File: config.mk
export PLATFORM = sky130hd
export DESIGN_NAME = codec_init_top
export DESIGN_NICKNAME = d
export VERILOG_FILES = /design/src/codec_init_pkg.sv /design/src/i2c_word_if.sv /design/src/i2c_write_engine.sv /design/src/codec_init_sequencer.sv /design/src/codec_init_top.sv
export VERILOG_INCLUDE_DIRS = /design/src
export SDC_FILE = /design/constraint.sdc
export NUM_CORES = 1
export LEC_CHECK = 0
export BUFFER_PORTS_ARGS = -buffer_cell sky130_fd_sc_hd__buf_4
export CAP_MARGIN = 10
export CORE_MARGIN = 2
export CORE_UTILIZATION = 57
export CTS_CLUSTER_SIZE = 8
export DETAILED_ROUTE_END_ITERATION = 10
export PLACE_DENSITY = 0.85
export SLEW_MARGIN = 0
export SYNTH_ARGS = -nofsm -noshare
export SYNTH_HDL_FRONTEND = slang
export SYNTH_SLANG_ARGS = --single-unit
File: constraint.sdc
create_clock -name i_clk -period 2.7 [get_ports i_clk]
set_clock_uncertainty 0.2 [all_clocks]
set_input_delay 0.135 -clock i_clk [delete_from_list [all_inputs] [get_ports i_clk]]
set_output_delay 0.135 -clock i_clk [all_outputs]
set_load 0.01 [all_outputs]
File: src/init_defs.svh
`ifndef INIT_DEFS_SVH
`define INIT_DEFS_SVH

// 7-bit bus address of the codec, 0x34 on the wire with the write bit
`define CODEC_DEV_ADDR 7'h1A

// Entries in the power-up register table
`define INIT_NUM_REGS 7

// System clocks per half bit-period on the control bus
// Any value of 1 or more works
`define I2C_PHASE_CYCLES 4

`endif

File: src/codec_init_pkg.sv
`default_nettype none

package codec_init_pkg;

    // One codec register write, 7-bit address and 9-bit value
    typedef struct packed {
        logic [6:0] addr;
        logic [8:0] value;
    } codec_reg_write_t;

    // Three bytes of a write frame, first byte on the bus in the MSBs
    typedef struct packed {
        logic [7:0] dev_byte;   // Device address and write bit
        logic [7:0] reg_byte;   // Register address and value bit 8
        logic [7:0] data_byte;  // Value bits 7 to 0
    } i2c_frame_t;

    // Bus engine states
    typedef enum logic [2:0] {
        ENG_IDLE      = 3'd0,
        ENG_START     = 3'd1,
        ENG_BIT_LOW   = 3'd2,
        ENG_BIT_HIGH  = 3'd3,
        ENG_STOP_LOW  = 3'd4,
        ENG_STOP_HIGH = 3'd5
    } eng_state_e;

endpackage

`default_nettype wire

File: src/i2c_word_if.sv
`timescale 1ns/1ps
`default_nettype none

// One write frame handed from the sequencer to the bus engine
interface i2c_word_if
    import codec_init_pkg::*;
();

    logic       req;    // Single-cycle request
    i2c_frame_t frame;  // Stable from req until done
    logic       done;   // Single-cycle, after the stop
    logic       nack;   // Valid with done

    modport seq (
        output req,
        output frame,
        input  done,
        input  nack
    );

    modport eng (
        input  req,
        input  frame,
        output done,
        output nack
    );

endinterface

`default_nettype wire

File: src/i2c_write_engine.sv
`timescale 1ns/1ps
`default_nettype none

`include "init_defs.svh"

module i2c_write_engine
    import codec_init_pkg::*;
(
    input  wire logic i_clk,
    input  wire logic i_rst_n,
    input  wire logic i_sdat,
    output logic      o_sclk,
    output logic      o_sdat,
    output logic      o_oen,
    i2c_word_if.eng   word
);

    localparam int PHASE_W = (`I2C_PHASE_CYCLES > 1) ? $clog2(`I2C_PHASE_CYCLES) : 1;
    localparam logic [PHASE_W-1:0] PHASE_LAST = PHASE_W'(`I2C_PHASE_CYCLES - 1);
    localparam logic [4:0] LAST_SLOT = 5'd27;

    eng_state_e         state_q;
    logic [PHASE_W-1:0] phase_q;
    logic [4:0]         slot_q;     // 0 is the setup phase, 1..27 the bit-slots
    logic [23:0]        shift_q;
    logic               sclk_q;
    logic               sdat_q;
    logic               oen_q;
    logic               nack_q;
    logic               done_q;

    logic               phase_end;
    logic [4:0]         next_slot;
    logic               slot_step;  // Move into the low phase of the next slot

    // Slots 9, 18 and 27 belong to the device
    function automatic logic is_ack(input logic [4:0] slot);
        return (slot == 5'd9) || (slot == 5'd18) || (slot == 5'd27);
    endfunction

    assign phase_end = (phase_q == PHASE_LAST);
    assign next_slot = slot_q + 5'd1;

    assign slot_step = phase_end &&
                       (((state_q == ENG_BIT_LOW) && (slot_q == 5'd0)) ||
                        ((state_q == ENG_BIT_HIGH) && (slot_q != LAST_SLOT)));

    // Half bit-period divider, parked while idle
    always_ff @(posedge i_clk or negedge i_rst_n) begin
        if (!i_rst_n) begin
            phase_q <= '0;
        end else if ((state_q == ENG_IDLE) || phase_end) begin
            phase_q <= '0;
        end else begin
            phase_q <= phase_q + 1'b1;
        end
    end

    always_ff @(posedge i_clk or negedge i_rst_n) begin
        if (!i_rst_n) begin
            state_q <= ENG_IDLE;
            slot_q  <= '0;
            sclk_q  <= 1'b1;
            sdat_q  <= 1'b1;
            oen_q   <= 1'b1;
            nack_q  <= 1'b0;
            done_q  <= 1'b0;
        end else begin
            done_q <= 1'b0;

            // Device answer is taken at the end of the high phase
            if ((state_q == ENG_BIT_HIGH) && phase_end && is_ack(slot_q)) begin
                nack_q <= nack_q | i_sdat;
            end

            case (state_q)
                ENG_IDLE: begin
                    if (word.req) begin
                        state_q <= ENG_START;
                        sdat_q  <= 1'b0;        // Start condition, clock stays high
                        slot_q  <= '0;
                        nack_q  <= 1'b0;
                    end
                end
                ENG_START: begin
                    if (phase_end) begin
                        state_q <= ENG_BIT_LOW; // Setup phase with slot 0
                        sclk_q  <= 1'b0;
                    end
                end
                ENG_BIT_LOW: begin
                    if (phase_end && (slot_q != 5'd0)) begin
                        state_q <= ENG_BIT_HIGH;
                        sclk_q  <= 1'b1;
                    end
                end
                ENG_BIT_HIGH: begin
                    if (phase_end && (slot_q == LAST_SLOT)) begin
                        state_q <= ENG_STOP_LOW;
                        sdat_q  <= 1'b0;        // Already low from the ack slot
                        oen_q   <= 1'b1;
                    end
                end
                ENG_STOP_LOW: begin
                    if (phase_end) begin
                        state_q <= ENG_STOP_HIGH;
                        sdat_q  <= 1'b1;        // Stop condition
                    end
                end
                ENG_STOP_HIGH: begin
                    if (phase_end) begin
                        state_q <= ENG_IDLE;
                        done_q  <= 1'b1;
                    end
                end
                default: begin
                    state_q <= ENG_IDLE;
                end
            endcase

            if (slot_step) begin
                state_q <= ENG_BIT_LOW;
                sclk_q  <= 1'b0;
                slot_q  <= next_slot;
                if (is_ack(next_slot)) begin
                    oen_q  <= 1'b0;             // Release the line for the whole slot
                    sdat_q <= 1'b0;
                end else begin
                    oen_q  <= 1'b1;
                    sdat_q <= shift_q[23];
                end
            end
        end
    end

    // Frame bits, MSB first
    always_ff @(posedge i_clk) begin
        if ((state_q == ENG_IDLE) && word.req) begin
            shift_q <= word.frame;
        end else if (slot_step && !is_ack(next_slot)) begin
            shift_q <= {shift_q[22:0], 1'b0};
        end
    end

    assign o_sclk    = sclk_q;
    assign o_sdat    = sdat_q;
    assign o_oen     = oen_q;
    assign word.done = done_q;
    assign word.nack = nack_q;

    // Sequencer must wait for done before the next request
    assert property (@(posedge i_clk) disable iff (!i_rst_n)
        word.req |-> (state_q == ENG_IDLE))
    else $error("frame request while the engine is busy");

    // Data moves under a high clock only for start and stop
    assert property (@(posedge i_clk) disable iff (!i_rst_n)
        (o_sclk && $past(o_sclk) &&
         !(state_q inside {ENG_START, ENG_STOP_LOW, ENG_STOP_HIGH}))
        |-> $stable(o_sdat))
    else $error("data line changed while the clock was high");

endmodule

`default_nettype wire

File: src/codec_init_sequencer.sv
`timescale 1ns/1ps
`default_nettype none

`include "init_defs.svh"

module codec_init_sequencer
    import codec_init_pkg::*;
(
    input  wire logic i_clk,
    input  wire logic i_rst_n,
    input  wire logic i_start,
    output logic      o_finished,
    output logic      o_error,
    i2c_word_if.seq   word
);

    localparam logic [2:0] LAST_IDX = 3'(`INIT_NUM_REGS - 1);

    // Power-up register table, written in this order
    localparam codec_reg_write_t INIT_TABLE [`INIT_NUM_REGS] = '{
        '{addr: 7'h0F, value: 9'h000},  // Reset
        '{addr: 7'h04, value: 9'h015},  // Analogue path
        '{addr: 7'h05, value: 9'h000},  // Digital path
        '{addr: 7'h06, value: 9'h000},  // Power down
        '{addr: 7'h07, value: 9'h042},  // Interface format
        '{addr: 7'h08, value: 9'h019},  // Sampling
        '{addr: 7'h09, value: 9'h001}   // Active
    };

    logic             start_q;
    logic             start_rise;
    logic             busy_q;         // Sequence running
    logic             outstanding_q;  // Frame handed to the engine
    logic [2:0]       idx_q;
    logic             req_q;
    logic             finished_q;
    logic             error_q;
    codec_reg_write_t entry;

    assign start_rise = i_start && !start_q;

    always_ff @(posedge i_clk or negedge i_rst_n) begin
        if (!i_rst_n) begin
            start_q       <= 1'b0;
            busy_q        <= 1'b0;
            outstanding_q <= 1'b0;
            idx_q         <= '0;
            req_q         <= 1'b0;
            finished_q    <= 1'b0;
            error_q       <= 1'b0;
        end else begin
            start_q <= i_start;
            req_q   <= 1'b0;

            if (req_q) begin
                outstanding_q <= 1'b1;
            end

            if (start_rise && !busy_q) begin
                busy_q     <= 1'b1;
                idx_q      <= '0;
                req_q      <= 1'b1;
                finished_q <= 1'b0;    // Fresh run clears both levels
                error_q    <= 1'b0;
            end else if (word.done) begin
                outstanding_q <= 1'b0;
                if (word.nack) begin
                    busy_q  <= 1'b0;   // Rest of the table is dropped
                    error_q <= 1'b1;
                end else if (idx_q == LAST_IDX) begin
                    busy_q     <= 1'b0;
                    finished_q <= 1'b1;
                end else begin
                    idx_q <= idx_q + 3'd1;
                    req_q <= 1'b1;
                end
            end
        end
    end

    assign entry = INIT_TABLE[idx_q];

    // Frame follows the index, so it holds until done
    assign word.frame = '{
        dev_byte:  {`CODEC_DEV_ADDR, 1'b0},
        reg_byte:  {entry.addr, entry.value[8]},
        data_byte: entry.value[7:0]
    };

    assign word.req   = req_q;
    assign o_finished = finished_q;
    assign o_error    = error_q;

    // Engine answers only frames that were requested
    assert property (@(posedge i_clk) disable iff (!i_rst_n)
        word.done |-> outstanding_q)
    else $error("done without an outstanding frame");

endmodule

`default_nettype wire

File: src/codec_init_top.sv
`timescale 1ns/1ps
`default_nettype none

module codec_init_top (
    input  wire logic i_clk,
    input  wire logic i_rst_n,
    input  wire logic i_start,   // Rising edge starts the table
    input  wire logic i_sdat,    // Data line as seen on the bus
    output logic      o_sclk,
    output logic      o_sdat,
    output logic      o_oen,     // High while the block drives the data line
    output logic      o_finished,
    output logic      o_error
);

    i2c_word_if word_if ();

    // Table walker
    codec_init_sequencer codec_init_sequencer_inst (
        .i_clk      (i_clk),
        .i_rst_n    (i_rst_n),
        .i_start    (i_start),
        .o_finished (o_finished),
        .o_error    (o_error),
        .word       (word_if.seq)
    );

    // Bus-level write frames
    i2c_write_engine i2c_write_engine_inst (
        .i_clk   (i_clk),
        .i_rst_n (i_rst_n),
        .i_sdat  (i_sdat),
        .o_sclk  (o_sclk),
        .o_sdat  (o_sdat),
        .o_oen   (o_oen),
        .word    (word_if.eng)
    );

endmodule

`default_nettype wire

==> results.sh, run 1 <==
export IMPL_slew_violations=0
export IMPL_first_iter_violations=91
export IMPL_async_flop_share=0.489
export IMPL_ys_top_cells_by_area="dfrtp_1 20%, edfxtp_1 20%, dfxtp_1 6.5%"
export IMPL_relSlewSlack=0.546
export IMPL_dieArea_um2=4840
export IMPL_numCtsBuffers=5
export IMPL_utilization=0.664
export IMPL_die_w_um=69.6
export IMPL_rrSetupSlack_ns=0.38
export IMPL_track_usage=0.193
export IMPL_grt_pass1_vias=1683
export IMPL_synth_top_family_by_area="simple AND/OR/NAND/NOR gates"
export IMPL_drcViolationCount=0
export IMPL_worstPathCellList="ha_1, and3b_1, nand2b_4, a21oi_2, nand4bb_1, nand2_1, buf_4"
export IMPL_diodes=0
export IMPL_rr_startpoint="i2c_write_engine_inst.slot_q[0]"
export IMPL_drive_gt1_frac=0.169
export IMPL_ant_nets=0
export IMPL_synth_warnings=0
export IMPL_synth_edff_count=16
export IMPL_clock_sinks=47
export IMPL_antenna_found_initial=0
export IMPL_synthesis_nets=250
export IMPL_fin_crit_sh=0.859
export IMPL_synth_adder_area_share=0.0613
export IMPL_peakVddDrop_v=0.000410
export IMPL_cpPeakStageDelay_ns=0.49
export IMPL_place_area_um2=2560
export IMPL_worstPathRequired_ns=2.50
export IMPL_setup_total_negative_slack_ns=0
export IMPL_h_tree_depth=2
export IMPL_max_freq_ghz=0.431
export IMPL_rsz0062_at_grt="no"
export IMPL_timing_critical_path_arrival_ns=2.12
export IMPL_worstSetupPathType="register to register"
export IMPL_initial_core_util=0.604
export IMPL_clk_pin_slew_ns=0.08
export IMPL_dr_pass1_iters=4
export IMPL_dp_hpwl_mm=2.89
export IMPL_gp_congestion=0.844
export IMPL_routedWlPerCell_um=13.6
export IMPL_ys_ff_latch=47
export IMPL_syn_area_um2=2450
export IMPL_ios=9
export IMPL_synth_cells=234
export IMPL_clock_path_buffers=2
export IMPL_setup_violations=0
export IMPL_grt_pass1_wl_mm=7.39
export IMPL_synthMuxAreaShare=0.0792
export IMPL_r2r_end="i2c_write_engine_inst.shift_q[3]"
export IMPL_avgViaCountPerCell=5.45
export IMPL_place_inst=288
export IMPL_synth_xor_area_frac=0.0143
export IMPL_ys_flop_type="dfrtp_1"
export IMPL_final_cell_mix="28 x nand2_1, 20 x nor2_1, 20 x dfrtp_1, 17 x buf_4, 16 x edfxtp_1"
export IMPL_ys_seq_area_frac=0.498
export IMPL_p_leak_nw=1.22
export IMPL_totalWireLength_mm=4.06
export IMPL_cts_post_setup_buffers_inserted=0
export IMPL_cts_root_buf="clkbuf_8"
export IMPL_via_count=1624
export IMPL_crit_fanout=16
export IMPL_die_h_um=69.6
export IMPL_nets=263
export IMPL_syn_avg_cell_area_um2=10.5
export IMPL_synth_simple_area_share=0.197
export IMPL_start_kind="register"
export IMPL_reg2regPathDepth=7
export IMPL_cp_end_kind="register"
export IMPL_insertion_delay_ns=0.30
export IMPL_core_um2=4060
export IMPL_critPathBufInv=1
export IMPL_overflow=0
export IMPL_rows=23
export IMPL_final_setup_worst_slack_ns=0.380
export IMPL_yosysTopAreaCell="dfrtp_1"
export IMPL_stdcell_count=298
export IMPL_tightest_slew_ns=0.679
export IMPL_cts_hold_buffers_added=2
export IMPL_cts_tree="done"
export IMPL_layout_cells_most_common="nand2_1"
export IMPL_areaGrowthSynthToFinish_pct=9.96
export IMPL_stdcell_area_um2=2690
export IMPL_synth_compound_area_frac=0.101
export IMPL_post_cts_resized=0
export IMPL_netlist_area_leader_share=0.204
export IMPL_hold_viol=0
export IMPL_place_ws_ns=0.394
export IMPL_period_needed_ns=2.32
export IMPL_synth_cell_types=48
export IMPL_port_buffers=8
export IMPL_crit_slowest_cell="dfrtp_1"
export IMPL_grt_max_degree=24
export IMPL_hold_path_class="primary input to asynchronous set/reset pin"
export IMPL_status="finished clean"
export IMPL_power_density_nw_per_um2=492
export IMPL_fill_cells=295
export IMPL_critPathTopFamily="simple AND/OR/NAND/NOR gates"
export IMPL_drv_cap=0
-- worst max path at each step --
stage / startpoint / endpoint / slack [ns] / cells after the start
after CTS: i2c_write_engine_inst.slot_q[0] / i2c_write_engine_inst.shift_q[8] / 0.39 / 7
final: i2c_write_engine_inst.slot_q[0] / i2c_write_engine_inst.shift_q[3] / 0.38 / 7
after global routing: i2c_write_engine_inst.slot_q[0] / i2c_write_engine_inst.shift_q[5] / 0.24 / 7
after global placement: i2c_write_engine_inst.slot_q[0] / i2c_write_engine_inst.shift_q[12] / 0.44 / 7
after detailed placement: i2c_write_engine_inst.slot_q[0] / i2c_write_engine_inst.shift_q[11] / 0.39 / 7
after floorplan: i2c_write_engine_inst.slot_q[0] / i2c_write_engine_inst.shift_q[0] / 0.24 / 7
-- stage by stage --
step | hold WS (ns) | power [W]
6_report | 0.0595 | 0.00133
4_1_cts | 0.0591 | 0.00134
5_1_grt | 0.0923 | 0.00138
2_1_floorplan | -0.361 | 0.000808
3_3_place_gp | -0.162 | 0.000832
3_5_place_dp | -0.157 | 0.000834
-- Yosys cell counts, drive strengths merged (3+ instances only) --
| cell | instances |
|---|---|
| nor3 | 4 |
| nand3b | 3 |
| nor2b | 4 |
| ha | 12 |
| and2 | 9 |
| a21o | 4 |
| o21ai | 9 |
| dfrtp | 20 |
| mux2i | 13 |
| nand2 | 28 |
| clkbuf | 5 |
| edfxtp | 16 |
| inv | 12 |
| nand2b | 3 |
| nand3 | 6 |
| buf | 8 |
| dfxtp | 8 |
| a21oi | 10 |
| dfstp | 3 |
| nor3b | 4 |
| nor2 | 20 |
| mux2 | 5 |
-- worst register-to-register path, delay by kind of cell (launching register included) --
kind | cells | cell delay, ns
and+or+nand+nor | 4 | 0.61
AOI/OAI and AO/OA | 1 | 0.14
buffers and inverters | 1 | 0.23
DFF | 1 | 0.49
adders and majority gates | 1 | 0.35
-- state kept, by name, summed over array words and instances (netlist names) --
| register | cells |
|---|---|
| codec_init_sequencer_inst.busy_q | 1 |
| codec_init_sequencer_inst.idx_q | 3 |
| codec_init_sequencer_inst.o_error | 1 |
| codec_init_sequencer_inst.o_finished | 1 |
| codec_init_sequencer_inst.start_q | 1 |
| codec_init_sequencer_inst.word.req | 1 |
| i2c_write_engine_inst.o_oen | 1 |
| i2c_write_engine_inst.o_sclk | 1 |
| i2c_write_engine_inst.o_sdat | 1 |
| i2c_write_engine_inst.phase_q | 2 |
| i2c_write_engine_inst.shift_q | 24 |
| i2c_write_engine_inst.slot_q | 5 |
| i2c_write_engine_inst.state_q | 3 |
| i2c_write_engine_inst.word.done | 1 |
| i2c_write_engine_inst.word.nack | 1 |
-- final cells by class --
type | count | area (um2) | area share
flip-flops and latches | 47 | 1220 | 0.453
multi-input cells | 162 | 1110 | 0.412
repair buffers | 19 | 148 | 0.0548
clock buffers | 6 | 72.6 | 0.0269
well taps | 50 | 62.6 | 0.0232
inverters | 12 | 45.0 | 0.0167
clock inverters | 2 | 37.5 | 0.0139
-- layer usage --
layer | vias up | GRT usage | wire length, um
met4 | 0 | 0.0719 | 62
met2 | 22 | 0.315 | 1920
met5 | - | 0 | 0
met1 | 765 | 0.254 | 1980
li1 | 831 | - | -
met3 | 6 | 0.0392 | 95
-- cell families (layout without fill, tap and decap cells) --
kind of cell               Yosys count  count (layout)
xor gates and xnor gates             4               4
DFF                                 47              47
and+or+nand+nor                     91              91
muxes                               18              18
adders and majority gates           12              12
AOI/OAI and AO/OA                   37              37
buffers and inverters               25              39
-- power breakdown --
group          leakage (nW)  internal [W]  total [W]  switching (W)
Combinational         0.675     0.0000291  0.0000624      0.0000333
Clock                0.0514      0.000276   0.000505       0.000229
Sequential            0.498      0.000743   0.000757      0.0000144
Total                  1.22       0.00105    0.00133       0.000277
(Power assumes the default switching activity.)
==> run 2, diff against run 1 <==
Settings changed: CELL_PAD_IN_SITES_DETAIL_PLACEMENT from default to 0, CELL_PAD_IN_SITES_GLOBAL_PLACEMENT from default to 1, CORE_UTILIZATION 57 to 49, PLACE_DENSITY 0.85 to 0.9, REMOVE_ABC_BUFFERS from default to 1.
==> run 2 against run 1 <==
Sequential cell count unchanged; clock power down 14%; utilization down 10 points; global-route usage decreased by 2.5 points; cell area decreased by 0.60%; setup slack worse by 0.050 ns; fmax down 2.1%; via count is 0.37% lower; combinational power barely moved; die area is 15% higher; sequential share of layout area is 0.28 points higher; worst hold slack lost 0.0098 ns.
==> results.sh, run 2 (same netlist as run 1, synthesis figures left out) <==
export IMPL_status="finished clean"
export IMPL_rows=25
export IMPL_overflow=0
export IMPL_fill_cells=424
export IMPL_critPathTopFamily="simple AND/OR/NAND/NOR gates"
export IMPL_crit_start="i2c_write_engine_inst.slot_q[0]"
export IMPL_core_um2=4790
export IMPL_critPathBufInv=1
export IMPL_drv_cap=0
export IMPL_period_needed_ns=2.37
export IMPL_first_iter_violations=112
export IMPL_grt_pass1_vias=1520
export IMPL_initial_core_util=0.512
export IMPL_drive_gt1_frac=0.167
export IMPL_die_h_um=74.7
export IMPL_largest_registers="i2c_write_engine_inst.shift_q: 24 flops, i2c_write_engine_inst.slot_q: 5 flops"
export IMPL_critPathCapture="i2c_write_engine_inst.shift_q[3]"
export IMPL_peakVddDrop_v=0.000345
export IMPL_cpPeakStageDelay_ns=0.48
export IMPL_final_cell_mix="28 x nand2_1, 20 x nor2_1, 20 x dfrtp_1, 16 x edfxtp_1, 15 x buf_4"
export IMPL_place_ws_ns=0.332
export IMPL_numCtsBuffers=5
export IMPL_hold_viol=0
export IMPL_dieArea_um2=5580
export IMPL_cts_tree="done"
export IMPL_setup_total_negative_slack_ns=0
export IMPL_tightest_slew_ns=0.754
export IMPL_dp_hpwl_mm=2.84
export IMPL_die_w_um=74.7
export IMPL_clk_pin_slew_ns=0.09
export IMPL_antenna_found_initial=0
export IMPL_path_depth=7
export IMPL_track_usage=0.168
export IMPL_grt_max_degree=24
export IMPL_diodes=0
export IMPL_nets=261
export IMPL_gp_congestion=0.811
export IMPL_rrSetupSlack_ns=0.33
export IMPL_crit_fanout=16
export IMPL_regMostFlops="i2c_write_engine_inst.shift_q"
export IMPL_worstSetupPathType="register to register"
export IMPL_setup_violations=0
export IMPL_port_buffers=8
export IMPL_largest_reg_flops=24
export IMPL_insertion_delay_ns=0.30
export IMPL_cp_end_kind="register"
export IMPL_ant_nets=0
export IMPL_fin_crit_sh=0.878
export IMPL_power_density_nw_per_um2=468
export IMPL_clock_path_buffers=2
export IMPL_max_freq_ghz=0.422
export IMPL_relSlewSlack=0.496
export IMPL_areaGrowthSynthToFinish_pct=9.30
export IMPL_layout_cells_most_common="nand2_1"
export IMPL_clock_sinks=47
export IMPL_routedWlPerCell_um=13.3
export IMPL_start_kind="register"
export IMPL_slew_violations=0
export IMPL_grt_pass1_wl_mm=7.04
export IMPL_cts_root_buf="clkbuf_8"
export IMPL_rr_startpoint="i2c_write_engine_inst.slot_q[0]"
export IMPL_via_count=1618
export IMPL_final_setup_worst_slack_ns=0.330
export IMPL_worstPathCellList="ha_1, and3b_1, nand2b_4, a21oi_2, nand4bb_1, nand2_1, buf_4"
export IMPL_p_leak_nw=1.21
export IMPL_ios=9
export IMPL_place_area_um2=2570
export IMPL_timing_critical_path_arrival_ns=2.17
export IMPL_reg2regPathDepth=7
export IMPL_hold_path_class="primary input to register"
export IMPL_rsz0062_at_grt="no"
export IMPL_dr_pass1_iters=4
export IMPL_totalWireLength_mm=4.16
export IMPL_drcViolationCount=0
export IMPL_h_tree_depth=2
export IMPL_worstPathRequired_ns=2.50
export IMPL_stdcell_area_um2=2680
export IMPL_r2r_end="i2c_write_engine_inst.shift_q[3]"
export IMPL_crit_slowest_cell="dfrtp_1"
export IMPL_avgViaCountPerCell=5.17
==> run 2: final cells by class <==
cell class / instances / area (um2) / share of cell area
clock buffer: 5 / 68.8 / 0.0257
clock inverter: 3 / 18.8 / 0.00701
inverter: 12 / 45.0 / 0.0168
multi-input combinational: 162 / 1110 / 0.414
sequential: 47 / 1220 / 0.456
tap: 67 / 83.8 / 0.0313
timing repair buffer: 17 / 133 / 0.0495
==> run 2: worst min-delay path by stage <==
| stage | slack, ns | cells after the start | to | start |
|---|---|---|---|---|
| after floorplan | -0.36 | 0 | codec_init_sequencer_inst.busy_q | i_rst_n |
| after global placement | -0.16 | 1 | i2c_write_engine_inst.state_q[0] | i_rst_n |
| after detailed placement | -0.15 | 1 | i2c_write_engine_inst.state_q[1] | i_rst_n |
| after CTS | 0.05 | 2 | i2c_write_engine_inst.slot_q[4] | i_rst_n |
| after global routing | 0.11 | 2 | i2c_write_engine_inst.slot_q[4] | i_rst_n |
| final | 0.05 | 5 | i2c_write_engine_inst.word.nack | i_sdat |
==> run 2: timing repair <==
action / 4_1_cts / 5_1_grt
setup endpoints to repair: 0 / 0
hold buffers: 2 / 0
resized for setup: 0 / 0
hold endpoints to repair: 24 / 0
buffers inserted: 0 / 0
==> run 2: power by group <==
| part | leakage, nW | internal (W) | switching, W |
|---|---|---|---|
| clock | 0.0483 | 0.000183 | 0.000251 |
| sequential | 0.498 | 0.000743 | 0.0000144 |
| combinational | 0.666 | 0.0000291 | 0.0000333 |
==> run 2: layer usage <==
layer / part of all wire / vias to the layer above / GRT usage
met2: 0.44 / 25 / 0.261
met1: 0.51 / 762 / 0.234
met4: 0.016 / 0 / 0.0595
met3: 0.034 / 7 / 0.0361
met5: 0 / - / 0
li1: - / 824 / -
==> run 2: tightest hold or removal path: stages <==
cell and delay (ns):
buf_4 0.11, nand2_1 0.06, nor3_1 0.04, a21oi_1 0.13, nor2_1 0.05
==> run 2: per-stage QoR <==
step           cells  utilization  hold WS, ns  total power [W]
6_report         313        0.559       0.0497          0.00125
5_1_grt          313        0.559        0.113          0.00130
4_1_cts          313        0.559       0.0508          0.00127
3_5_place_dp     303        0.537       -0.154         0.000834
3_3_place_gp     303        0.537       -0.158         0.000832
2_1_floorplan    221            -       -0.361         0.000807
==> run 3, diff against run 2 <==
Clock period 2.7 ns to 2.5 ns, I/O delays scaled along.
==> run 3 against run 2 <==
Power rose by 17%; setup slack worse by 0.076 ns; via count did not move; cell count up 0.96%; worst hold slack got worse by 0.0020 ns; cell area up 2.3%; sequential cell count is the same; count of clock-buffer cells in the layout did not move; die area unchanged.
==> results.sh, run 3 (same netlist as run 1, synthesis figures left out) <==
export IMPL_drcViolationCount=0
export IMPL_grt_pass1_wl_mm=7.12
export IMPL_worstSetupPathType="register to register"
export IMPL_initial_core_util=0.512
export IMPL_ios=9
export IMPL_tightest_slew_ns=0.727
export IMPL_fin_crit_sh=0.898
export IMPL_cts_root_buf="clkbuf_8"
export IMPL_worstPathRequired_ns=2.50
export IMPL_port_buffers=8
export IMPL_largest_reg_flops=24
export IMPL_clock_sinks=47
export IMPL_critPathBufInv=2
export IMPL_h_tree_depth=2
export IMPL_timing_critical_path_arrival_ns=2.24
export IMPL_via_count=1618
export IMPL_slew_violations=0
export IMPL_cts_tree="done"
export IMPL_clock_path_buffers=2
export IMPL_start_kind="register"
export IMPL_relSlewSlack=0.514
export IMPL_die_w_um=74.7
export IMPL_globalRouteMet3Util=0.0402
export IMPL_dr_pass1_iters=4
export IMPL_clk_pin_slew_ns=0.09
export IMPL_hold_viol=0
export IMPL_numCtsBuffers=5
export IMPL_cp_end_kind="register"
export IMPL_totalWireLength_mm=4.15
export IMPL_max_freq_ghz=0.445
export IMPL_place_area_um2=2610
export IMPL_die_h_um=74.7
export IMPL_p_leak_nw=1.24
export IMPL_grt_use_met1=0.242
export IMPL_rows=25
export IMPL_r2r_end="i2c_write_engine_inst.shift_q[16]"
export IMPL_met2_usage=0.255
export IMPL_fill_cells=417
export IMPL_rr_startpoint="i2c_write_engine_inst.slot_q[1]"
export IMPL_routedWlPerCell_um=13.1
export IMPL_dp_hpwl_mm=2.97
export IMPL_largest_registers="i2c_write_engine_inst.shift_q: 24 flops, i2c_write_engine_inst.slot_q: 5 flops"
export IMPL_grt_pass1_vias=1557
export IMPL_cpPeakStageDelay_ns=0.46
export IMPL_regMostFlops="i2c_write_engine_inst.shift_q"
export IMPL_crit_slowest_cell="dfrtp_1"
export IMPL_ant_nets=0
export IMPL_setup_violations=0
export IMPL_first_iter_violations=85
export IMPL_final_cell_mix="28 x nand2_1, 20 x nor2_1, 20 x dfrtp_1, 17 x buf_4, 16 x edfxtp_1"
export IMPL_ff_latch_area_um2=1220
export IMPL_rrSetupSlack_ns=0.25
export IMPL_areaGrowthSynthToFinish_pct=11.8
export IMPL_multi_input_area_um2=1110
export IMPL_rsz0062_at_grt="no"
export IMPL_nets=264
export IMPL_crit_fanout=7
export IMPL_core_um2=4790
export IMPL_critPathTopFamily="simple AND/OR/NAND/NOR gates"
export IMPL_insertion_delay_ns=0.30
export IMPL_drive_gt1_frac=0.177
export IMPL_grt_busiest_layer="met2"
export IMPL_peakVddDrop_v=0.000472
export IMPL_layout_cells_most_common="nand2_1"
export IMPL_avgViaCountPerCell=5.12
export IMPL_stdcell_area_um2=2740
export IMPL_status="finished clean"
export IMPL_reg2regPathDepth=7
export IMPL_grt_max_degree=24
export IMPL_track_usage=0.169
export IMPL_drv_cap=0
export IMPL_period_needed_ns=2.25
export IMPL_power_density_nw_per_um2=534
export IMPL_diodes=0
export IMPL_antenna_found_initial=0
export IMPL_setup_total_negative_slack_ns=0
export IMPL_worstPathCellList="inv_1, ha_1, mux2i_1, or4_4, nand4bb_1, buf_4, mux2_4"
export IMPL_overflow=0
export IMPL_dieArea_um2=5580
export IMPL_gp_congestion=0.853
export IMPL_hold_path_class="primary input to asynchronous set/reset pin"
==> run 3: final cells by class <==
| type | instances | area share |
|---|---|---|
| tap | 67 | 0.0306 |
| multi-input combinational | 162 | 0.405 |
| clock buffer | 5 | 0.0251 |
| clock inverter | 3 | 0.0169 |
| inverter | 12 | 0.0164 |
| sequential | 47 | 0.445 |
| timing repair buffer | 20 | 0.0612 |
==> run 3: how the worst max path moves through the flow <==
stage                                                from                                 to  slack (ns)  cells after the start
final                     i2c_write_engine_inst.slot_q[1]  i2c_write_engine_inst.shift_q[16]        0.25                      7
after global routing      i2c_write_engine_inst.slot_q[1]   i2c_write_engine_inst.shift_q[0]        0.08                      8
after CTS                 i2c_write_engine_inst.slot_q[1]   i2c_write_engine_inst.shift_q[9]        0.24                      8
after detailed placement  i2c_write_engine_inst.slot_q[1]  i2c_write_engine_inst.shift_q[16]        0.25                      8
after global placement    i2c_write_engine_inst.slot_q[1]  i2c_write_engine_inst.shift_q[11]        0.28                      8
after floorplan           i2c_write_engine_inst.slot_q[0]   i2c_write_engine_inst.shift_q[0]       -0.55                      6
==> run 3: per-layer routing <==
layer | vias to the layer above | routed length, um
met2 | 18 | 1880
met4 | 0 | 83
met3 | 6 | 111
met1 | 762 | 2070
met5 | - | 0
li1 | 832 | -
==> run 3: worst register-to-register path: cells and delay by family (launching register included) <==
kind	cells	cell delay [ns]
adders and majority gates	1	0.19
DFF	1	0.46
muxes	2	0.38
buffers and inverters	2	0.33
and+or+nand+nor	2	0.60
==> run 3: power by group <==
part	internal [W]	switching (W)
combinational	0.0000313	0.0000364
sequential	0.000803	0.0000156
clock	0.000302	0.000275
==> run 3: timing repair <==
| item | in CTS | in global routing |
|---|---|---|
| resized for setup | 0 | 0 |
| buffers inserted | 0 | 0 |
| hold buffers | 2 | 0 |
| endpoints found under the hold margin | 24 | 0 |
==> run 3: stage by stage <==
step / std cells / setup slack [ns] / utilization / total power, W / hold WS [ns]
2_1_floorplan: 221 / -0.548 / - / 0.000871 / -0.371
3_3_place_gp: 306 / 0.284 / 0.544 / 0.000900 / -0.166
3_5_place_dp: 306 / 0.255 / 0.544 / 0.000901 / -0.161
4_1_cts: 316 / 0.240 / 0.573 / 0.00148 / 0.0524
5_1_grt: 316 / 0.0756 / 0.573 / 0.00151 / 0.0824
6_report: 316 / 0.254 / 0.573 / 0.00146 / 0.0478
